--- src/verilog/rtg_defines.svh ---
// Sizes for the RTG display path. FIFO depth must stay a power of two
// and the request level must be below the depth.
`ifndef RTG_DEFINES_SVH
`define RTG_DEFINES_SVH

// Stream FIFO
`define RTG_FIFO_AW        5  // 32 words
`define RTG_FIFO_REQ_LEVEL 16 // Ask for more below this fill

// Palette
`define RTG_CLUT_AW        8  // 256 entries

`endif

--- src/verilog/rtg_pkg.sv ---
// Shared types for the RTG display path. Struct field order is fixed,
// the testbench packs stimulus words in this order.
`default_nettype none

`include "rtg_defines.svh"

package rtg_pkg;

  ////////////////////////////////////////////////////////////////////////////
  // Plain vectors
  ////////////////////////////////////////////////////////////////////////////

  typedef logic [15:0]               stream_word_t; // 0RRRRRGGGGGBBBBB or two indices
  typedef logic [`RTG_CLUT_AW-1:0]   clut_idx_t;    // Palette index
  typedef logic [3:0]                pixel_width_t; // Clocks per fetch - 1
  typedef logic [6:0]                vb_count_t;    // Line count
  typedef logic [`RTG_FIFO_AW:0]     fifo_level_t;  // One extra bit for full

  ////////////////////////////////////////////////////////////////////////////
  // Bundles
  ////////////////////////////////////////////////////////////////////////////

  typedef struct packed {
    logic [7:0] r;
    logic [7:0] g;
    logic [7:0] b;
  } rgb_t;

  // Chipset timing, all active high except syncs as delivered
  typedef struct packed {
    logic hs;
    logic vs;
    logic cs;
    logic hblank;
    logic vblank;
  } video_timing_t;

  typedef struct packed {
    logic         ena;         // RTG on
    logic         clut;        // Palette mode
    logic         ext;         // Extend active area one clock
    pixel_width_t pixel_width;
    vb_count_t    vb_end;      // Lines of blank after vblank
  } rtg_cfg_t;

  typedef struct packed {
    logic      en;  // One-cycle write strobe
    clut_idx_t idx;
    rgb_t      rgb;
  } clut_wr_t;

endpackage

`default_nettype wire

--- src/verilog/rtg_stream_fifo.sv ---
// Word FIFO between memory and the mixer. head shows the oldest word
// without a read and reads zero when empty. A fill while full is dropped.
`timescale 1ns/1ps
`default_nettype none

`include "rtg_defines.svh"

module rtg_stream_fifo (
  input  logic                  CLK_114,
  input  logic                  rst_n,
  input  logic                  flush,     // Empties buffer, blocks fill
  input  logic                  fill,      // Push strobe
  input  rtg_pkg::stream_word_t fill_data,
  input  logic                  pixel_rd,  // Pop strobe
  output rtg_pkg::stream_word_t head,      // Oldest word
  output rtg_pkg::fifo_level_t  level,
  output logic                  fill_req   // More words wanted
);

  localparam int unsigned DEPTH = 1 << `RTG_FIFO_AW;
  localparam rtg_pkg::fifo_level_t FULL_LEVEL = rtg_pkg::fifo_level_t'(DEPTH);
  localparam rtg_pkg::fifo_level_t REQ_LEVEL  =
    rtg_pkg::fifo_level_t'(`RTG_FIFO_REQ_LEVEL);

  rtg_pkg::stream_word_t   mem [0:DEPTH-1]; // Word storage
  logic [`RTG_FIFO_AW-1:0] wr_ptr;
  logic [`RTG_FIFO_AW-1:0] rd_ptr;
  rtg_pkg::fifo_level_t    level_nxt;
  logic                    push;
  logic                    pop;

  assign push = fill & ~flush & (level != FULL_LEVEL); // Drop when full
  assign pop  = pixel_rd & (level != '0);              // Empty read is a no-op
  assign head = (level != '0) ? mem[rd_ptr] : '0;

  always_comb begin
    level_nxt = level;
    if (flush) begin
      level_nxt = '0;
    end else begin
      case ({push, pop})
        2'b10:   level_nxt = level + 1'b1;
        2'b01:   level_nxt = level - 1'b1;
        default: level_nxt = level;    // Both or neither
      endcase
    end
  end

  ////////////////////////////////////////////////////////////////////////////
  // Pointers, level and request
  ////////////////////////////////////////////////////////////////////////////

  always_ff @(posedge CLK_114 or negedge rst_n) begin
    if (!rst_n) begin
      wr_ptr   <= '0;
      rd_ptr   <= '0;
      level    <= '0;
      fill_req <= 1'b0;
    end else begin
      level    <= level_nxt;
      fill_req <= ~flush & (level_nxt < REQ_LEVEL); // Tracks level register
      if (flush) begin
        wr_ptr <= '0;                  // Drop everything
        rd_ptr <= '0;
      end else begin
        if (push)
          wr_ptr <= wr_ptr + 1'b1;     // Wraps at depth
        if (pop)
          rd_ptr <= rd_ptr + 1'b1;
      end
    end
  end

  // Storage
  always_ff @(posedge CLK_114) begin
    if (push)
      mem[wr_ptr] <= fill_data;
  end

endmodule

`default_nettype wire

--- config.mk ---
export PLATFORM = sky130hd
export DESIGN_NAME = rtg_stream_fifo
export DESIGN_NICKNAME = d
export VERILOG_FILES = /design/src/verilog/rtg_pkg.sv /design/src/verilog/rtg_stream_fifo.sv
export VERILOG_INCLUDE_DIRS = /design/src /design/src/verilog
export SDC_FILE = /design/constraint.sdc
export NUM_CORES = 1
export LEC_CHECK = 0
export BUFFER_PORTS_ARGS = -buffer_cell sky130_fd_sc_hd__buf_4
export CORE_ASPECT_RATIO = 0.8
export CORE_UTILIZATION = 40
export CTS_BUF_LIST = sky130_fd_sc_hd__clkbuf_16
export CTS_CLUSTER_DIAMETER = 80
export DETAILED_ROUTE_END_ITERATION = 12
export SYNTH_ARGS = -nofsm -noshare
export SYNTH_HDL_FRONTEND = slang
export SYNTH_SLANG_ARGS = --single-unit
--- constraint.sdc ---
create_clock -name CLK_114 -period 4 [get_ports CLK_114]
set_input_delay 0.4 -clock CLK_114 [delete_from_list [all_inputs] [get_ports CLK_114]]
set_output_delay 0.4 -clock CLK_114 [all_outputs]
set_load 0.005 [all_outputs]
After elaboration in Yosys (flattened, before gate mapping) --
Memory sizes are Yosys's and may differ from the RTL's. Cells that the tools add are included. W data, S select, Z words.
Operators by class: $add $sub $neg 4, $lt $le $gt $ge 1, equal/unequal tests 3, muxes and demuxes 9, bitwise gates (word level) 5, reductions and logical operators 3
Operator list (count):
- $mux W5 | 4
- $mux W16 | 1
- $pmux W6 S2 | 1
- $add A5 B1 Y5 const B | 2
- $add A6 B1 Y6 const B | 1
- $lt A6 B5 Y1 const B | 1
- $mux W6 | 1
- $ne A6 B6 Y1 const B | 1
- $reduce_bool A6 Y1 | 1
- $sub A6 B1 Y6 const B | 1
- $and A1 B1 Y1 | 4
- $reduce_bool A2 Y1 | 2
- $eq A2 B1 Y1 const B | 1
- $eq A2 B2 Y1 const B | 1
- $mux W1 | 2
- $not A1 Y1 | 1
Word-level totals: register bits 17, bits in writable memories 512, bits of input ports 21, output and inout port bits 23, logic and storage cells 30, memories 1
Memories:
- mem | words 32, bits a word 16, read ports 1, clocked after memory_dff 0, wr ports 1, line rtg_stream_fifo.sv:25 | rtg_pkg::stream_word_t mem [0:DEPTH-1];

Logic depth before layout (Yosys ltp) --
Gate-level depths: netlist of run 1.
depth after elaboration 8, depth in mapped cells 14, gate-level depth less buffers 12

Least setup slack after synthesis of run 1 --
OpenSTA, ideal clock, no wires.
path type register -> register, start reg level[1], end reg fill_req, library setup time 65 ps, arrival 2985 ps, data required time 3935 ps, path slack 950 ps, stages on the path, launching flop included 14, buffers on the path 1, clock period less this slack 3050 ps, cells stage by stage dfrtp_1 -> nor4_2 -> nand3_2 -> nand2_1 -> inv_1 -> ha_1 -> clkbuf_1 -> xor2_1 -> ha_1 -> o21a_1 -> o311ai_0 -> a21oi_1 -> xnor2_1 -> o211a_1
On the way: cells in the longest elaborated chain, start to end 7, elaborated cells on any way between the ends 12, classes of those cells add/sub: 2; order compare: 1; eq/ne: 3; mux: 2; bitwise: 3; reduce/logical: 1
RTL lines:
- start, declared | line rtg_stream_fifo.sv:16 | output rtg_pkg::fifo_level_t level,
- start signal, assigned | line rtg_stream_fifo.sv:60 | level <= level_nxt;
- parallel branches: the longest is 3 deep, another holds $sub A6 B1 Y6
- $pmux W6 S2 * | line rtg_stream_fifo.sv:41 | case ({push, pop})
- $mux W6 * | line rtg_stream_fifo.sv:38 | if (flush) begin
- $lt A6 B5 Y1 * | line rtg_stream_fifo.sv:61 | fill_req <= ~flush & (level_nxt < REQ_LEVEL);
- $and A1 B1 Y1 * | line rtg_stream_fifo.sv:61
- end signal, assigned | line rtg_stream_fifo.sv:61
- end, declared | line rtg_stream_fifo.sv:17 | output logic fill_req
Mark *: on every way between the ends. A chain may end at the register's enable or synchronous reset.

Final worst setup path of run 1 --
start reg rd_ptr[0], end out head[15]
On the way: cells in the longest elaborated chain, start to end 2
RTL lines:
- start, declared | line rtg_stream_fifo.sv:27 | logic [`RTG_FIFO_AW-1:0] rd_ptr;
- start signal, assigned | line rtg_stream_fifo.sv:69 | rd_ptr <= rd_ptr + 1'b1;
- $mem_v2 Z32 W16
- $mux W16 | line rtg_stream_fifo.sv:34 | assign head = (level != '0) ? mem[rd_ptr] : '0;
- end, declared | line rtg_stream_fifo.sv:15 | output rtg_pkg::stream_word_t head,
Every way passes these cells.

==> qor.txt, run 1 <==
HPWL after DPL: 28600 µm
Mapped Nets: 1165
hold crit path type: in -> reg
vias in the first global route: 10500
Final Cycle Share: 90.6%
CP Cell Sequence: buf_12, mux4_2, mux2i_1, nand3_1, o2111a_1, buf_4
Clock Latency Late Sink: 0.57 ns
Post-Syn Area: 21100 µm²
R2R cell count: 13
average size of a mapped cell: 18.6 µm²
synth warn: 0
NetSw: 2.30 mW
global-route wire length before repair: 71000 µm
vias per cell: 5.51
Port Buffer Count: 43
status: completed
sequential share of power: 55.3%
CTS sink cnt: 529
Switching Share: 20.8%
Crit-path slowest cell: dfrtp_4
Fillers: 4342
#FFs+latches synth: 529
clock-pin slew on the worst setup and hold paths: 0.06 ns
Worst Path Required: 3.60 ns
fin util: 46.5%
hold slack: 0.125 ns
CTS tree: built
hold depth: 3
Post-Layout Cell Count: 1952
Iteration-0 DRC Markers: 749
IO Count: 44
fin crit period: 3.62 ns
WHS Endpoint: rd_ptr[1]
WL/cell: 25.0 µm
Residual DRC: 0
max-slew violations: 0
slowest cell delay on critical path: 0.75 ns
FF-to-FF Start: level[1]
Hold Path Origin: pixel_rd
Die Y: 207 µm
Crit path buffers/inverters: 2
core box area: 51600 µm²
GR Util met2: 27.3%
Setup CP Type: reg -> out
sequential area share after synthesis: 74.9%
setup slack after layout: 0.375 ns
Tot GR Track Use: 18.1%
worst-path fanout max: 30
initial antenna violation count: 1
grt peak-use layer: met1
R2R Path End: fill_req
via count: 10800
chip width: 259 µm
FF-to-FF setup slack: 0.62 ns
Antenna Nets Post-Route: 0
H-tree levels: 2
GR Util met3: 2.64%
Gate power share: 4.4%
pre-CTS WS: 0.652 ns
Total Neg Setup Slack: 0 ns
placed cell count: 1858
Int Pwr: 8.77 mW
CP Capture Type: output pin
ant diodes: 0
met1 GRT Util: 27.8%
Post-Route WL: 48700 µm
Post-DP Area: 22400 µm²
Synth area leader: edfxtp_1
largest net degree at the start of global routing: 74
leakage: 7.48 nW
Setup crit start kind: register
cts repair resizes: 0
P&R area growth vs syn: 13.7%
Maximum Capacitance Violations: 0
Initial Util: 40.9%
RSZ-0062 raised after global routing: no
die area: 53600 µm²
worst vdd ir: 0.000352 V
Max Clock Skew: 0.0114 ns
NumNets Final: 1259
Final Cell Area: 24000 µm²
clk root buf: clkbuf_16
layout cells sized above 1: 22.5%
Synth cell types: 52
Power Density: 461 nW/µm²
top cell type's share of synthesized area: 72.9%
Congestion Overflow GR: 0
clock power share: 40.3%
number of synthesized flops with an enable pin: 512
actual slew at the worst max-slew pin: 1.00 ns
ys flop type: edfxtp_1
cell family with most CP delay: multiplexers
WP data arrival: 3.22 ns
Clock Path Buffers: 3
DR pass1 iterations: 5
Fmax: 276 MHz
Power Total: 11.1 mW
synth top area cells: edfxtp_1, mux4_2, mux2i_1
Site Rows: 74
top cells by count, synth: edfxtp_1, mux2i_1, nor2_1, mux4_2, a21oi_1
Placer Congestion: 0.859
top-count cell post-synth: edfxtp_1
worst rel slew slack: 32.8%
final-report setup violation count: 0
final hold violation count: 0
asr flop ratio synth: 3.21%
Num CTS Buffers: 51
Gate Count Post-Synth: 1134
## worst max-delay path by stage
stage / slack, ns / startpoint / depth (start not counted) / to
2_1_floorplan: 0.95 / level[1] / 13 / fill_req
4_1_cts: 0.33 / rd_ptr[0] / 8 / head[2]
3_3_place_gp: 0.67 / level[1] / 12 / fill_req
5_1_grt: 0.17 / rd_ptr[0] / 8 / head[0]
6_report: 0.38 / rd_ptr[0] / 6 / head[15]
3_5_place_dp: 0.65 / level[1] / 12 / fill_req
## power by group through the flow
stage / Sequential (mW) / Combinational (mW) / Clock (mW)
6_report: 6.12 / 0.484 / 4.46
3_5_place_dp: 6.24 / 0.489 / 0
3_3_place_gp: 6.24 / 0.482 / 0
5_1_grt: 6.12 / 0.518 / 4.76
4_1_cts: 6.12 / 0.491 / 4.56
2_1_floorplan: 6.23 / 0.284 / 0
## worst reg2reg max path, cell delays in order (launching register included)
cell and delay (ns):
dfrtp_1 0.45, nor4_2 0.49, nand3_2 0.11, buf_4 0.22, nand2_1 0.19, inv_1 0.09
ha_1 0.37, xor2_1 0.22, ha_1 0.22, o21a_1 0.17, o311ai_0 0.33, a21oi_1 0.11
xnor2_1 0.20, o211a_1 0.17
## kinds of logic after synthesis
group / Yosys count / synth area share, %
buffers and inverters: 71 / 1.93
XOR/XNOR: 7 / 0.291
adder cells (fa/ha/maj): 10 / 0.593
AND/OR/NAND/NOR: 181 / 3.88
flip-flops: 529 / 74.9
AO/OA/AOI/OAI: 128 / 4.16
multiplexers: 208 / 14.2
## registers in the layout (all words and copies together), names as in the netlist
name      flops
fill_req      1
mem         512
level         6
rd_ptr        5
wr_ptr        5
## layer usage
| metal | wire, µm | vias to the layer above |
|---|---|---|
| met5 | 14 | - |
| met2 | 22100 | 321 |
| met3 | 2900 | 71 |
| met1 | 22800 | 5622 |
| li1 | - | 4743 |
| met4 | 906 | 2 |
## timing repair
action,4_1_cts,5_1_grt
hold endpoints to repair,17,0
setup buffers,0,0
hold buffers,1,0
## final cells by class
cell class,count,area [µm²],area share (%)
multi-input combinational,534,4920,20.5
clock inverter,41,243,1.01
clock buffer,52,1300,5.42
timing repair buffer,102,818,3.41
sequential,529,15800,65.9
tap,684,856,3.57
inverter,10,37.5,0.156
## cell usage in the layout (no fill, tap or decap), types with 2 or more instances in the layout
cell type	n
nand2_1	33
nand3b_1	5
bufinv_16	2
nand3_1	19
buf_4	97
ha_1	10
a22oi_1	7
o21ai_0	18
nor3_1	15
nor2_2	17
dfrtp_1	14
inv_1	26
clkinv_1	8
xnor2_1	2
mux4_2	72
buf_12	4
dfrtp_4	2
o221ai_1	4
or3b_2	2
nor2_1	71
clkinv_2	12
nor3b_1	2
o21a_1	2
or3_1	5
o22ai_1	29
mux2i_1	124
a211oi_1	5
xor2_1	5
and3_1	4
a21oi_1	34
a21oi_2	5
clkbuf_16	52
edfxtp_1	512
o2111a_1	12
mux2_2	12
No activity file was read; power rests on OpenSTA's default activity.
==> run 2: changes to the inputs <==
--- a/config.mk
+++ b/config.mk
@@ -7,7 +7,7 @@
 export NUM_CORES = 1
 export LEC_CHECK = 0
 export BUFFER_PORTS_ARGS = -buffer_cell sky130_fd_sc_hd__buf_4
-export CORE_ASPECT_RATIO = 0.8
+export CORE_ASPECT_RATIO = 0.9
 export CORE_UTILIZATION = 40
 export CTS_BUF_LIST = sky130_fd_sc_hd__clkbuf_16
 export CTS_CLUSTER_DIAMETER = 80
==> run 2 against run 1 <==
  * Via count down 0.24%
  * Utilization about the same
  * Critical path type unchanged
  * Register-to-register slack worse by 0.06 ns
  * Highest routed layer is now met4
  * Clock skew grew 0.0059 ns
  * Clock-buffer cell count grew 2
  * Sequential share of layout area shrank 0.45 points
  * Critical path depth is 1 higher
  * Worst setup slack got worse by 0.19 ns
  * Fmax fell by 5.0%
==> qor.txt, run 2 (synthesis gave the netlist of run 1 again) <==
CTS tree: built
CP Capture Type: output pin
Worst Path Required: 3.60 ns
P&R area growth vs syn: 14.5%
Maximum Capacitance Violations: 0
max-slew violations: 0
Regs by FF count: mem x512, level x6
Site Rows: 79
status: completed
Tot GR Track Use: 18.2%
layout cells sized above 1: 21.6%
CTS sink cnt: 529
largest net degree at the start of global routing: 47
via count: 10700
vias in the first global route: 10700
clk root buf: clkbuf_16
leakage: 7.54 nW
Max Clock Skew: 0.0173 ns
core box area: 51900 µm²
Fmax: 262 MHz
Clock Path Buffers: 3
Power Density: 478 nW/µm²
Final Cell Area: 24200 µm²
Iteration-0 DRC Markers: 935
DR pass1 iterations: 4
NumNets Final: 1256
actual slew at the worst max-slew pin: 0.878 ns
initial antenna violation count: 0
global-route wire length before repair: 71600 µm
final hold violation count: 0
worst vdd ir: 0.000284 V
IO Count: 44
die area: 53600 µm²
fin crit period: 3.81 ns
Antenna Nets Post-Route: 0
RSZ-0062 raised after global routing: no
Initial Util: 40.6%
Setup crit start kind: register
Die Y: 220 µm
Setup CP Type: reg -> out
worst-path fanout max: 46
Clock Latency Late Sink: 0.60 ns
Fillers: 4366
most frequent cells in the layout: edfxtp_1, mux2i_1, buf_4, nor2_1, mux4_2
setup slack after layout: 0.185 ns
Placer Congestion: 0.809
hold crit path type: in -> reg
Port Buffer Count: 43
largest register by flop count: mem
H-tree levels: 2
WL/cell: 24.6 µm
WP data arrival: 3.41 ns
worst rel slew slack: 41.5%
most common cell after layout, fill and taps aside: edfxtp_1
Residual DRC: 0
Total Neg Setup Slack: 0 ns
pre-CTS WS: 0.620 ns
Post-DP Area: 22400 µm²
vias per cell: 5.48
final-report setup violation count: 0
HPWL after DPL: 28200 µm
Final Cycle Share: 95.4%
chip width: 244 µm
Post-Route WL: 48200 µm
max FFs per register: 512
Num CTS Buffers: 54
Congestion Overflow GR: 0
Setup Fix Bufs, Post-CTS: 0
clock-pin slew on the worst setup and hold paths: 0.05 ns
run 2: cell types whose count changed in the layout (fill, tap and decap cells not counted), sizes merged:
cell / before / now
diode: 0 / 2
clkinvlp: 1 / 0
clkbuf: 52 / 54
buf: 101 / 95
bufinv: 2 / 7
clkinv: 21 / 19
inv: 27 / 29
run 2: area by class of cell:
| type | count | area (µm²) | area share (%) |
|---|---|---|---|
| flip-flops and latches | 529 | 15800 | 65.5 |
| clock inverters | 45 | 383 | 1.59 |
| clock buffers | 54 | 1350 | 5.59 |
| multi-input cells | 534 | 4910 | 20.3 |
| diodes | 2 | 5.00 | 0.0207 |
| repair buffers | 96 | 798 | 3.31 |
| inverters | 10 | 37.5 | 0.155 |
| well taps | 688 | 861 | 3.56 |
run 2: worst max-delay path: stages, from the launching register on:
cell      delay, ns
dfrtp_4        0.44
buf_4          0.43
buf_4          0.64
mux4_2         0.43
mux2i_1        0.37
nand3_1        0.14
o2111a_1       0.17
buf_4          0.14
run 2: layer usage:
layer / GRT usage, % / wire length (µm) / vias up
met5: 0 / 0 / -
met2: 28.4 / 22600 / 300
met4: 4.67 / 770 / 0
li1: - / - / 4751
met1: 26.7 / 22100 / 5630
met3: 3.02 / 2720 / 52
run 2: where the power goes:
part	internal (mW)	switching (mW)	total, mW
Combinational	0.197	0.283	0.480
Sequential	6.10	0.0194	6.12
Clock	2.89	2.04	4.93
Total	9.19	2.35	11.5
run 2: per-stage QoR:
step | hold slack (ns) | cells | util, % | power (mW)
2_1_floorplan | 0.104 | 1134 | - | 6.51
3_5_place_dp | 0.291 | 1856 | 43.2 | 6.72
4_1_cts | 0.107 | 1956 | 46.5 | 11.6
5_1_grt | 0.118 | 1956 | 46.5 | 11.9
3_3_place_gp | 0.291 | 1856 | 43.2 | 6.71
6_report | 0.128 | 1958 | 46.5 | 11.5
run 2: worst paths after layout:
check | end | depth (start not counted) | slack (ns) | start
worst min-delay path | rd_ptr[1] | 3 | 0.13 | pixel_rd
worst max-delay path | head[5] | 7 | 0.19 | rd_ptr[1]
worst min register to register | wr_ptr[0] | 1 | 0.60 | wr_ptr[0]
min in group asynchronous | level[3] | 2 | 0.21 | rst_n
max in group asynchronous | rd_ptr[1] | 2 | 3.55 | rst_n
worst max register to register | fill_req | 11 | 0.56 | level[1]
run 2: timing repair:
item | CTS | global route
hold endpoints to repair | 17 | 0
resized for setup | 0 | 0
hold buffers | 1 | 0
