### src/verilog/rtg_defines.svh
// Sizes for the RTG display path. FIFO depth must stay a power of two
// and the request level must be below the depth.
`ifndef RTG_DEFINES_SVH
`define RTG_DEFINES_SVH

// Stream FIFO
`define RTG_FIFO_AW        5  // 32 words
`define RTG_FIFO_REQ_LEVEL 16 // Ask for more below this fill

// Palette
`define RTG_CLUT_AW        8  // 256 entries

`endif

### src/verilog/rtg_pkg.sv
// Shared types for the RTG display path. Struct field order is fixed,
// the testbench packs stimulus words in this order.
`default_nettype none

`include "rtg_defines.svh"

package rtg_pkg;

  ////////////////////////////////////////////////////////////////////////////
  // Plain vectors
  ////////////////////////////////////////////////////////////////////////////

  typedef logic [15:0]               stream_word_t; // 0RRRRRGGGGGBBBBB or two indices
  typedef logic [`RTG_CLUT_AW-1:0]   clut_idx_t;    // Palette index
  typedef logic [3:0]                pixel_width_t; // Clocks per fetch - 1
  typedef logic [6:0]                vb_count_t;    // Line count
  typedef logic [`RTG_FIFO_AW:0]     fifo_level_t;  // One extra bit for full

  ////////////////////////////////////////////////////////////////////////////
  // Bundles
  ////////////////////////////////////////////////////////////////////////////

  typedef struct packed {
    logic [7:0] r;
    logic [7:0] g;
    logic [7:0] b;
  } rgb_t;

  // Chipset timing, all active high except syncs as delivered
  typedef struct packed {
    logic hs;
    logic vs;
    logic cs;
    logic hblank;
    logic vblank;
  } video_timing_t;

  typedef struct packed {
    logic         ena;         // RTG on
    logic         clut;        // Palette mode
    logic         ext;         // Extend active area one clock
    pixel_width_t pixel_width;
    vb_count_t    vb_end;      // Lines of blank after vblank
  } rtg_cfg_t;

  typedef struct packed {
    logic      en;  // One-cycle write strobe
    clut_idx_t idx;
    rgb_t      rgb;
  } clut_wr_t;

endpackage

`default_nettype wire

### src/verilog/rtg_pixel_timer.sv
// Fetch rhythm for the RTG path. cfg must be static during a frame.
// Vertical blank ends by counting hs rising edges, not from the chipset.
`timescale 1ns/1ps
`default_nettype none

module rtg_pixel_timer (
  input  logic                   CLK_114,
  input  logic                   rst_n,
  input  rtg_pkg::video_timing_t timing,
  input  rtg_pkg::rtg_cfg_t      cfg,
  output logic                   pixel_rd,  // Pop strobe to FIFO
  output logic                   rtg_blank, // RTG picture blanked
  output logic                   byte_sel,  // Low byte index when high
  output logic                   flush      // Empty FIFO, block fill
);

  rtg_pkg::pixel_width_t pix_cnt;    // Clocks since last fetch
  rtg_pkg::pixel_width_t half_width; // Point to switch byte
  rtg_pkg::vb_count_t    vb_cnt;     // Lines since vblank fell
  logic                  vblank_q;   // Line-counted vertical blank
  logic                  blank_d;    // Blank one clock ago
  logic                  blank_rise;
  logic                  sel_q;      // Second half of fetch reached
  logic                  sel_d;      // Aligned to palette lookup
  logic                  hs_d;       // For edge detect
  logic                  hs_rise;

  assign rtg_blank  = vblank_q | timing.hblank;
  assign blank_rise = rtg_blank & ~blank_d;        // Blank just started
  assign hs_rise    = timing.hs & ~hs_d;
  assign half_width = {1'b0, cfg.pixel_width[3:1]};
  assign byte_sel   = sel_d;
  assign flush      = timing.vblank | ~cfg.ena;    // Restart stream each frame

  // Fetch when counter hits width, one extra fetch at blank start if ext
  assign pixel_rd = cfg.ena & (~rtg_blank | (blank_rise & cfg.ext)) &
                    (pix_cnt == cfg.pixel_width);

  ////////////////////////////////////////////////////////////////////////////
  // Fetch counter and byte select
  ////////////////////////////////////////////////////////////////////////////

  always_ff @(posedge CLK_114 or negedge rst_n) begin
    if (!rst_n) begin
      pix_cnt <= '0;
      sel_q   <= 1'b0;
      sel_d   <= 1'b0;
      blank_d <= 1'b0;
    end else begin
      blank_d <= rtg_blank;
      sel_d   <= sel_q;                 // One clock late, matches head timing
      if (rtg_blank || pixel_rd) begin
        pix_cnt <= '0;                  // Restart each word and in blank
        sel_q   <= 1'b0;
      end else begin
        pix_cnt <= pix_cnt + 1'b1;
        if (pix_cnt == half_width)
          sel_q <= 1'b1;                // Halfway, move to low byte
      end
    end
  end

  ////////////////////////////////////////////////////////////////////////////
  // Vertical blank by line count
  ////////////////////////////////////////////////////////////////////////////

  always_ff @(posedge CLK_114 or negedge rst_n) begin
    if (!rst_n) begin
      vblank_q <= 1'b0;
      vb_cnt   <= '0;
      hs_d     <= 1'b0;
    end else begin
      hs_d <= timing.hs;
      if (timing.vblank) begin
        vblank_q <= 1'b1;               // Hold blank through chipset vblank
        vb_cnt   <= '0;
      end else if (vb_cnt == cfg.vb_end) begin
        vblank_q <= 1'b0;               // Enough lines, open picture
      end else if (hs_rise) begin
        vb_cnt <= vb_cnt + 1'b1;        // One per line
      end
    end
  end

endmodule

`default_nettype wire

### config.mk
export PLATFORM = sky130hd
export DESIGN_NAME = rtg_pixel_timer
export DESIGN_NICKNAME = d
export VERILOG_FILES = /design/src/verilog/rtg_pkg.sv /design/src/verilog/rtg_pixel_timer.sv
export VERILOG_INCLUDE_DIRS = /design/src /design/src/verilog
export SDC_FILE = /design/constraint.sdc
export NUM_CORES = 1
export LEC_CHECK = 0
export ABC_AREA = 1
export BUFFER_PORTS_ARGS = -buffer_cell sky130_fd_sc_hd__buf_4
export CAP_MARGIN = 20
export CORE_MARGIN = 2
export CORE_UTILIZATION = 45
export DETAILED_ROUTE_END_ITERATION = 8
export PLACE_DENSITY = 0.69
export SLEW_MARGIN = 20
export SYNTH_ARGS = -nofsm -noshare
export SYNTH_HDL_FRONTEND = slang
export SYNTH_SLANG_ARGS = --single-unit
### constraint.sdc
create_clock -name CLK_114 -period 1.4 [get_ports CLK_114]
set_input_delay 0 -clock CLK_114 [delete_from_list [all_inputs] [get_ports CLK_114]]
set_output_delay 0 -clock CLK_114 [all_outputs]
set_load 0.02 [all_outputs]
# Yosys cells after proc, flatten, opt, wreduce, memory -nomap -nowiden
# Index checks and enable logic that the tools add are counted.
dict set report word_totals {
  elab_cells 38
  input_bits 21
  register_bits 16
}
dict set report op_classes {
  reduce_logical 5
  n_eq_ne 4
  bitwise_logic 12
  mux 8
  n_addsub 2
}
# op n
set op_table {}
lappend op_table {{7-bit 2-to-1 mux} 3}
lappend op_table {{7-bit by 1-bit adder with 7-bit output (second input constant)} 1}
lappend op_table {{7-bit equality test} 1}
lappend op_table {{2-bit nonzero test} 3}
lappend op_table {{1-bit bitwise AND} 5}
lappend op_table {{4-bit by 1-bit adder with 4-bit output (second input constant)} 1}
lappend op_table {{4-bit by 3-bit equality test with 1-bit output} 1}
lappend op_table {{4-bit equality test} 1}
lappend op_table {{1-bit 2-to-1 mux} 4}
lappend op_table {{4-bit 2-to-1 mux} 1}
lappend op_table {{1-bit NOT} 4}
lappend op_table {{1-bit bitwise OR} 3}
lappend op_table {{2-bit != test (second input constant)} 1}
lappend op_table {{2-bit AND reduction} 1}
lappend op_table {{1-bit logical OR} 1}

# Longest topological paths before layout
# Gate-level depths: netlist of run 1.
dict set report logic_depth {
  word_depth 8
  ltp_mapped 9
}

# Worst setup path before layout of run 1
# No wires, ideal clock.
dict set report synth_path {
  kind {flip-flop to flip-flop}
  start {register vb_cnt[0]}
  end {register vb_cnt[6]}
  path_stages_with_launch 7
  synth_period_minus_slack_ns 1.163
  required_time_ns 1.283
  setup_slack_ns 0.237
  arrival_time_ns 1.046
  setup_ns 0.117
  cell_sequence {dfrtp_1 -> ha_1 -> nand3_1 -> nor2_1 -> xor2_1 -> nand4_1 -> nand2_1}
}
dict set report synth_between {
  elab_chain_len 4
}
# element line_no
set synth_lines {}
lappend synth_lines {{start: declaration} rtg_pixel_timer.sv:19} ;# rtg_pkg::vb_count_t vb_cnt;
lappend synth_lines {{start signal: assignment} rtg_pixel_timer.sv:80} ;# vb_cnt <= vb_cnt + 1'b1;
lappend synth_lines {{7-bit by 1-bit adder with 7-bit output} rtg_pixel_timer.sv:80}
lappend synth_lines {{7-bit 2-to-1 mux} rtg_pixel_timer.sv:79} ;# end else if (hs_rise) begin
lappend synth_lines {{7-bit 2-to-1 mux} rtg_pixel_timer.sv:77} ;# end else if (vb_cnt == cfg.vb_end) begin
lappend synth_lines {{7-bit 2-to-1 mux} rtg_pixel_timer.sv:74} ;# if (timing.vblank) begin
# Several ways; a longest one is shown, not always the timed one. The select of a mux whose other input is x is not followed.
# A chain may end at the register's enable or synchronous reset.

# Worst setup path in the final report of run 1
dict set report layout_path {
  start {register pix_cnt[2]}
  end {output pixel_rd}
}
dict set report layout_between {
  elab_chain_len 2
}
# element line_no
set layout_lines {}
lappend layout_lines {{start: declaration} rtg_pixel_timer.sv:17} ;# rtg_pkg::pixel_width_t pix_cnt;
lappend layout_lines {{start signal: assignment} rtg_pixel_timer.sv:56} ;# pix_cnt <= pix_cnt + 1'b1;
lappend layout_lines {{4-bit equality test} rtg_pixel_timer.sv:37} ;# (pix_cnt == cfg.pixel_width);
lappend layout_lines {{1-bit bitwise AND} rtg_pixel_timer.sv:36} ;# assign pixel_rd = cfg.ena & (~rtg_blank | (blank_rise & cfg.ext)) &
lappend layout_lines {{end: declaration} rtg_pixel_timer.sv:11} ;# output logic pixel_rd,
# No other way between the ends.

==> impl_results.md, run 1 <==
* Status: complete, no violations
* Routed met3 length at around 66 um
* Clock transition at path regs at approximately 0.090 ns
* Final WS setup at around 0.061 ns
* Die ar. at around 2700 um2
* Slowest CP cell: dfrtp_1
* Footprint of the multi-input gates at 542 um2
* CP Max Fanout at 4
* Sink Count at 16
* Routability congestion estimate at around 0.76
* Netlist cell types at 21
* GRT Util Overall at 17.4%
* CTS tree: built
* Vias in the first global route at approximately 860
* Hold slack at 0.104 ns
* CP required at ~1.4 ns
* Arr. time, crit path at 1.34 ns
* Average size of a mapped cell at approximately 7.4 um2
* M1 WL at ~960 um
* Die Y at approximately 52 um
* Core Util, Final at between 60% and 70%
* Reg-to-reg slack, setup at 0.11 ns
* Pwr dens at ~750 nW/um2
* Cell breakdown of the critical path: xor2_1 > nor2_1 > nand4_1 > inv_1 > buf_4
* Final period util at between 90% and 100%
* Number of fill cells in the layout at 215
* Max incr delay on CP at between 0.4 and 0.5 ns
* Total iterations of the first detailed-routing run at 4
* Cts bufs inserted at 3
* Post-Syn Area at about 1000 um2
* R2r endpoint: vb_cnt[4]
* Sequential share of the synthesized area at a little under two fifths
* Starting Density at 47.5%
* CP Capture Type: primary output
* Drt wl/cell at around 10 um
* R2R depth at 7
* Max Used Layer: met4
* Slew HR at 83.4%
* Via/cell ratio at 4.79
* Antenna diodes at 0
* Final Skew at approximately 0.0011 ns
* Buffers on Ports at 21
* Later-pin clock latency in the skew report at 0.28 ns
* Core area at 2210 um2
* Worst setup SP type: flop
* Yosys reg bits at 16
* Initial DRC count at 5
* Synthesized instance count at ~140
* Clk Tree Root Cell: clkbuf_4
* Final setup TNS at 0 ns
* Ports at 25
* Via count at 949
* DRT antenna net count at 0
* Worst slack, placed at roughly 0.096 ns
* Antenna violations before repair at 0
* Finish-stage setup viols at 0
* DP HPWL at between 1.5 and 2 mm
* Die Width at approximately 52 um
* Fin. max-slew vios at 0
* Leakage at 0.725 nW
* Layout cell share with drive strength beyond 1 at between 20 and 30%
* Hold path start: cfg[9]
* VDD IR max at about 0.00062 V
* Metal2 WL at ~1.0 mm
* FP Rows at 17
* Nets at 194
* Register Area at slightly above 400 um2
* Crit Path Class: reg2out
* Ys Warns at 0
* Post-Syn Nets at between 150 and 200
* Tmin final at roughly 1.3 ns
* Worst path buffer plus inverter count at 2
* Fin. Hold Viols at 0
* Worst Tran Pin Value at between 0.2 and 0.25 ns
* Fmax at around 0.75 GHz
* Placed inst area at roughly 1200 um2
* Gr ovfl total at 0
* Final Cell Area at about 1300 um2
* Layout area overhead at 26.7%
* FF-to-FF Start: vb_cnt[4]
* RSZ-0062 raised after global routing: no
* Hold Path Stages at 4
* CTS HTree Levels at 1
* Delay-heaviest family, CP: flip-flops
* Hold Crit Endpoint: sel_q
* Largest net degree at the start of global routing at 17
* Worst hold path class: in2reg
* First-pass GRT wire length at ~3.5 mm
* Max Root-Sink Buffers at 2
* DRC Markers at 0
* Final wirelength at approximately 2.1 mm
* # Max-Cap Violations at 0
flip-flops by register name (all words and copies together), names as in the netlist:
name,flops
sel_q,1
vblank_q,1
blank_d,1
byte_sel,1
pix_cnt,4
vb_cnt,7
hs_d,1
cell usage in the layout, fill, tap and decap left out, types with 3 or more instances in the layout:
cell	synthesis	layout
nand2_1	38	38
dfrtp_2	0	4
dlygate4sd3_1	0	3
nand2_2	6	6
clkbuf_4	0	3
inv_1	22	22
nand3_1	12	12
nor2_1	12	11
dfrtp_1	16	12
xor2_1	8	8
xnor2_1	3	3
nand4_1	8	8
buf_4	1	25
timing repair:
action / in CTS / in global routing
gates resized for setup: 0 / 6
hold endpoints to repair: 18 / 0
endpoints found under the setup margin: 0 / 9
buffers inserted: 0 / 3
hold buffers: 3 / 0
cells by family after synthesis:
family                   count (synthesis)  share of synthesized area (%)
AO/OA/AOI/OAI                            4                           3.34
XOR/XNOR                                11                           9.18
adder cells (fa/ha/maj)                  2                           2.38
buffers and inverters                   28                           11.2
flip-flops                              16                           38.1
AND/OR/NAND/NOR                         80                           35.8
report_power, final:
group | switching (W) | internal [W] | total, W
Sequential | 0.0000198 | 0.000477 | 0.000497
Clock | 0.000148 | 0.000158 | 0.000306
Combinational | 0.000100 | 0.0000941 | 0.000194
cell type report:
type | count | area share (%)
Sequential cell | 16 | 30.5
Inverter | 25 | 7.06
Timing Repair Buffer | 28 | 16.4
Multi-Input combinational cell | 97 | 40.7
Tap cell | 28 | 2.63
Clock buffer | 4 | 2.73
routing by layer:
layer / GRT usage, % / vias up
met2: 28.3 / 17
met4: 8.97 / 0
met5: 0 / -
met1: 22.6 / 434
li1: - / 494
met3: 1.71 / 4
synth_stat cells:
cell type | number | area [um2]
a31oi_1 | 1 | 6.26
buf_2 | 1 | 5.00
buf_4 | 1 | 7.51
buf_6 | 1 | 11.3
clkinv_1 | 1 | 3.75
dfrtp_1 | 16 | 400
ha_1 | 2 | 25.0
inv_1 | 22 | 82.6
inv_2 | 2 | 7.51
nand2_1 | 38 | 143
nand2_2 | 6 | 37.5
nand3_1 | 12 | 60.1
nand3_2 | 1 | 10.0
nand4_1 | 8 | 50.1
nor2_1 | 12 | 45.0
nor2_4 | 2 | 22.5
nor3b_1 | 1 | 7.51
o21ai_0 | 2 | 10.0
o21bai_4 | 1 | 18.8
xnor2_1 | 3 | 26.3
xor2_1 | 8 | 70.1
worst max path at each step:
| stage | startpoint | end | slack [ns] | depth (start not counted) |
|---|---|---|---|---|
| global route | pix_cnt[2] | pixel_rd | 0.003 | 5 |
| CTS | pix_cnt[2] | pixel_rd | 0.06 | 5 |
| finish | pix_cnt[2] | pixel_rd | 0.06 | 5 |
| detailed placement | vb_cnt[0] | vb_cnt[4] | 0.1 | 8 |
| global placement | vb_cnt[0] | vb_cnt[0] | 0.12 | 8 |
| floorplan | vb_cnt[0] | vb_cnt[6] | 0.24 | 6 |
worst reg2reg max path: stages (launching register included):
cell      delay [ns]
dfrtp_2         0.47
nand2_1         0.10
nand2_2         0.07
nor2_4          0.15
nand2_2         0.08
o21bai_4        0.20
nand3_1         0.10
nand2_1         0.07
stage by stage:
stage                     cells  power (W)
after floorplan             141   0.000603
after CTS                   195   0.000980
after global routing        198    0.00104
final                       198   0.000997
after detailed placement    188   0.000674
after global placement      188   0.000669
No activity file was read; power rests on OpenSTA's default activity.
==> run 2, diff against run 1 <==
Settings changed: CTS_BUF_LIST from default to sky130_fd_sc_hd__clkbuf_4 sky130_fd_sc_hd__clkbuf_8, RECOVER_POWER from default to 100.
==> run 2 against run 1 <==
  * Combinational power hardly changed
  * Global-route usage stayed put
  * Critical path type unchanged
  * Via count is 0.21% higher
  * Sequential share of layout area is 0.26 points higher
  * Register-to-register slack hardly changed
  * Worst setup slack hardly changed
  * Sequential cell count stayed put
  * Fmax hardly changed
  * Cell area is 0.85% lower
  * Non-clock buffer count stayed put
  * Sequential power hardly changed
  * Utilization is 0.51 points lower
==> impl_results.md, run 2 (same netlist as run 1, synthesis figures left out) <==
* GRT Util Overall at between 10% and 20%
* Pwr dens at between 700 and 800 nW/um2
* Fmax at 0.747 GHz
* CP endpoint: pixel_rd
* Final wirelength at 2.06 mm
* FF-to-FF Start: vb_cnt[4]
* CTS tree: built
* DP HPWL at around 1.5 mm
* Fin. max-slew vios at 0
* CTS HTree Levels at 1
* Layout area overhead at 25.6%
* Cts bufs inserted at 3
* Later-pin clock latency in the skew report at between 0.2 and 0.3 ns
* Die Y at between 50 and 60 um
* Final period util at 95.6%
* Slew HR at between 40% and 50%
* Via/cell ratio at slightly below 5
* VDD IR max at just over 0.0006 V
* Final Skew at 0.00108 ns
* Die ar. at around 2700 um2
* Switch share at a little over a quarter
* Arr. time, crit path at around 1.3 ns
* Commonest non-fill, non-tap cell in the layout: nand2_1
* Gr ovfl total at 0
* Worst setup SP type: flop
* Reg power frac at 49.9%
* Reg-to-reg slack, setup at between 0.1 and 0.15 ns
* Finish-stage setup viols at 0
* Initial DRC count at 5
* Hold slack at ~0.10 ns
* Antenna violations before repair at 0
* Via count at about 950
* Final Cell Area at around 1300 um2
* Clk Tree Root Cell: clkbuf_4
* Placed inst area at about 1200 um2
* Leakage at approximately 0.71 nW
* Buffers on Ports at 21
* Nets at ~190
* Sink Count at 16
* Ports at 25
* DRT antenna net count at 0
* Starting Density at between 40 and 50%
* Layout cell share with drive strength beyond 1 at between 20 and 30%
* Clock transition at path regs at roughly 0.09 ns
* Final setup TNS at 0 ns
* Worst hold path class: in2reg
* Crit. Startpoint: pix_cnt[2]
* # Max-Cap Violations at 0
* Drt wl/cell at approximately 10 um
* DRC Markers at 0
* R2R depth at 7
* Antenna diodes at 0
* Pwr Total at between 0.0009 and 0.001 W
* Routability congestion estimate at roughly 0.76
* CP required at around 1.4 ns
* Total iterations of the first detailed-routing run at 4
* Biggest register: vb_cnt
* Crit Path Class: reg2out
* Top flop regs: vb_cnt x7, pix_cnt x4
* Max reg flops at 7
* Largest net degree at the start of global routing at 17
* First-pass GRT wire length at around 3.5 mm
* Vias in the first global route at approximately 860
* R2r endpoint: vb_cnt[4]
* Tmin final at 1.34 ns
* Int Pwr at slightly above 0.0007 W
* Max Root-Sink Buffers at 2
* Core area at about 2200 um2
* Worst Tran Pin Value at 0.835 ns
* Fin. Hold Viols at 0
* Die Width at around 52 um
* Status: complete, no violations
* FP Rows at 17
* Clk pwr share at a little under a third
* CP Capture Type: primary output
* Psw at ~0.00027 W
* RSZ-0062 raised after global routing: no
* Share of total power in combinational logic at 19.3%
* Most frequent cells in the layout: nand2_1, inv_1, buf_4
* CP Max Fanout at 4
run 2: cell count changes in the layout (fill, tap and decap cells not counted):
cell / change
buf_4: -4
clkbuf_1: +3
clkbuf_4: +1
run 2: area by class of cell:
cell class / count / area [um2]
inverter: 25 / 93.8
tap: 28 / 35.0
sequential: 16 / 405
clock buffer: 4 / 36.3
multi-input combinational: 97 / 542
fill: 214 / 893
timing repair buffer: 28 / 206
run 2: what timing repair did:
action | CTS | global route
endpoints found under the setup margin | 0 | 9
hold buffers | 3 | 0
resized for setup | 0 | 6
endpoints found under the hold margin | 18 | 0
buffers inserted | 0 | 3
run 2: routing by layer:
layer	track usage [%]	vias up	wire length (um)
li1	-	494	-
met1	22.6	436	960
met2	28.3	17	992
met3	1.71	4	66
met4	8.97	0	40
met5	0	-	0
run 2: power groups by stage:
stage	registers (W)	logic, W	clock network (W)
floorplan	0.000497	0.000106	0
finish	0.000497	0.000192	0.000306
CTS	0.000497	0.000175	0.000308
detailed placement	0.000506	0.000168	0
global route	0.000499	0.000217	0.000326
global placement	0.000506	0.000163	0
run 2: critical path, stage by stage, from the launching register on:
cell	delay, ns
dfrtp_1	0.43
xor2_1	0.17
nor2_1	0.13
nand4_1	0.12
inv_1	0.07
buf_4	0.13
run 2: worst min path at each step:
stage | startpoint | endpoint | slack [ns] | depth (start not counted)
4_1_cts | rst_n | pix_cnt[1] | 0.1 | 2
2_1_floorplan | rst_n | blank_d | -0.30 | 0
3_3_place_gp | rst_n | pix_cnt[0] | -0.13 | 1
3_5_place_dp | rst_n | pix_cnt[1] | -0.13 | 1
6_report | cfg[9] | sel_q | 0.10 | 4
5_1_grt | cfg[9] | sel_q | 0.11 | 4
run 2: through the flow:
stage                     cells  worst slack (ns)  utilization, %
after floorplan             141             0.237               -
after global placement      188             0.124            55.4
after detailed placement    188            0.0963            55.4
after CTS                   195            0.0609            58.4
after global routing        198           0.00334            59.6
final                       198            0.0615            59.6
==> run 3, diff against run 2 <==
Settings changed: CORE_ASPECT_RATIO from default to 0.6.
==> run 3 against run 2 <==
  * Register-to-register slack worse by 0.02 ns
  * Clock-buffer cell count down 1
  * Fmax up 2.0%
  * Largest power group unchanged
  * Via count down 2.6%
  * Non-clock buffer count down 1
  * Largest cell class unchanged
  * Cell count unchanged
==> impl_results.md, run 3 (same netlist as run 1, synthesis figures left out) <==
* Status: complete, no violations
* Leakage at ~0.70 nW
* Vias in the first global route at 735
* DRT antenna net count at 0
* Worst hold path class: in2reg
* Core Util, Final at between 60 and 70%
* DRC Markers at 0
* Number of fill cells in the layout at between 200 and 250
* Fin. Hold Viols at 0
* CP Capture Type: flop
* Antenna violations before repair at 0
* Clock transition at path regs at around 0.06 ns
* Max Root-Sink Buffers at 2
* Die ar. at approximately 2700 um2
* CP Max Fanout at 7
* Pwr dens at 756 nW/um2
* Final period util at 93.8%
* Crit Path Class: reg2reg
* Die Width at between 60 and 70 um
* Routability congestion estimate at 0.780
* CTS tree: built
* Fmax at 0.762 GHz
* Worst Tran Pin Value at slightly above 0.8 ns
* Largest net degree at the start of global routing at 17
* Slew HR at a little under half
* DP HPWL at 1.59 mm
* Gr ovfl total at 0
* Biggest register: vb_cnt
* # Max-Cap Violations at 0
* CP required at between 1.5 and 2 ns
* Via count at slightly above 900
* Max reg flops at 7
* Final Skew at 0.000722 ns
* Initial DRC count at 45
* Max Used Layer: met3
* Later-pin clock latency in the skew report at roughly 0.24 ns
* Arr. time, crit path at 1.49 ns
* Commonest non-fill, non-tap cell in the layout: nand2_1
* Most frequent cells in the layout: nand2_1, inv_1, buf_4
* First-pass GRT wire length at 3.24 mm
* Routed met3 length at 110 um
* Fin. max-slew vios at 0
* Finish-stage setup viols at 0
* Layout cell share with drive strength beyond 1 at a little over a quarter
* Final WS setup at about 0.087 ns
* Tmin final at around 1.3 ns
* Metal2 WL at 892 um
* Slowest CP cell: dfrtp_2
* Starting Density at between 40% and 50%
* Worst slack, placed at 0.0438 ns
* Final wirelength at between 2 and 2.5 mm
* Top flop regs: vb_cnt x7, pix_cnt x4
* Worst setup SP type: flop
* Core area at around 2200 um2
* Drt wl/cell at slightly above 10 um
* Nets at roughly 190
* M1 WL at around 1.0 mm
* Die Y at ~41 um
* Cell breakdown of the critical path: nand2_1 > nand2_2 > nor2_4 > nand2_2 > o21bai_4 > nand3_1 > nand2_1
* CTS HTree Levels at 1
* Max incr delay on CP at between 0.4 and 0.5 ns
* Sink Count at 16
* Layout area overhead at 26.7%
* GRT Util Overall at between 10% and 20%
* Buffers on Ports at 21
* Clk Tree Root Cell: clkbuf_8
* Ports at 25
* Total iterations of the first detailed-routing run at 4
* VDD IR max at 0.000649 V
* Cts bufs inserted at 3
* Antenna diodes at 0
* FP Rows at 13
* Via/cell ratio at approximately 4.7
-- run 3: area by class of cell --
cell class | count | area (um2) | share of cell area, %
clock buffer | 3 | 41.3 | 3.10
timing repair buffer | 27 | 195 | 14.7
inverter | 25 | 93.8 | 7.06
tap | 30 | 37.5 | 2.82
multi-input combinational | 97 | 554 | 41.7
sequential | 16 | 408 | 30.7
-- run 3: where the power goes --
part           total [W]  internal, W  switching (W)
combinational   0.000180    0.0000829      0.0000967
clock           0.000324     0.000190       0.000134
sequential      0.000502     0.000479      0.0000225
-- run 3: path summary, 6_finish.rpt --
check                           slack, ns  depth (start not counted)   endpoint       from
worst max register to register       0.09                          7  vb_cnt[0]  vb_cnt[4]
worst min register to register       0.39                          0   byte_sel      sel_q
min in group asynchronous            0.37                          2    blank_d      rst_n
worst max-delay path                 0.09                          7  vb_cnt[0]  vb_cnt[4]
worst min-delay path                 0.05                          3   vblank_q  timing[0]
max in group asynchronous            0.47                          2  vb_cnt[4]      rst_n
-- run 3: timing repair --
item,in CTS,in global routing
setup buffers,0,2
hold buffers,3,0
endpoints found under the hold margin,18,0
resized for setup,0,13
setup endpoints to repair,0,9
-- run 3: layer usage --
layer  global-route usage, %  vias to the layer above
li1                        -                      493
met1                    24.0                      416
met2                    20.2                       17
met3                    5.69                        0
met4                    1.22                        0
met5                       0                        -
-- run 3: per-stage QoR --
step	total power [W]	instance area (um2)	setup TNS [ns]	hold WS (ns)	instances
2_1_floorplan	0.000603	1050	0	-0.296	141
3_3_place_gp	0.000668	1230	0	-0.134	190
3_5_place_dp	0.000675	1230	0	-0.134	190
4_1_cts	0.00101	1300	0	0.0440	196
5_1_grt	0.00106	1330	-0.00532	0.0540	198
6_report	0.00101	1330	0	0.0504	198
-- run 3: worst max-delay path, delay by kind of cell (launching register included) --
kind            cells  cell delay (ns)
compound gates      1             0.20
simple gates        6             0.58
flops               1             0.46
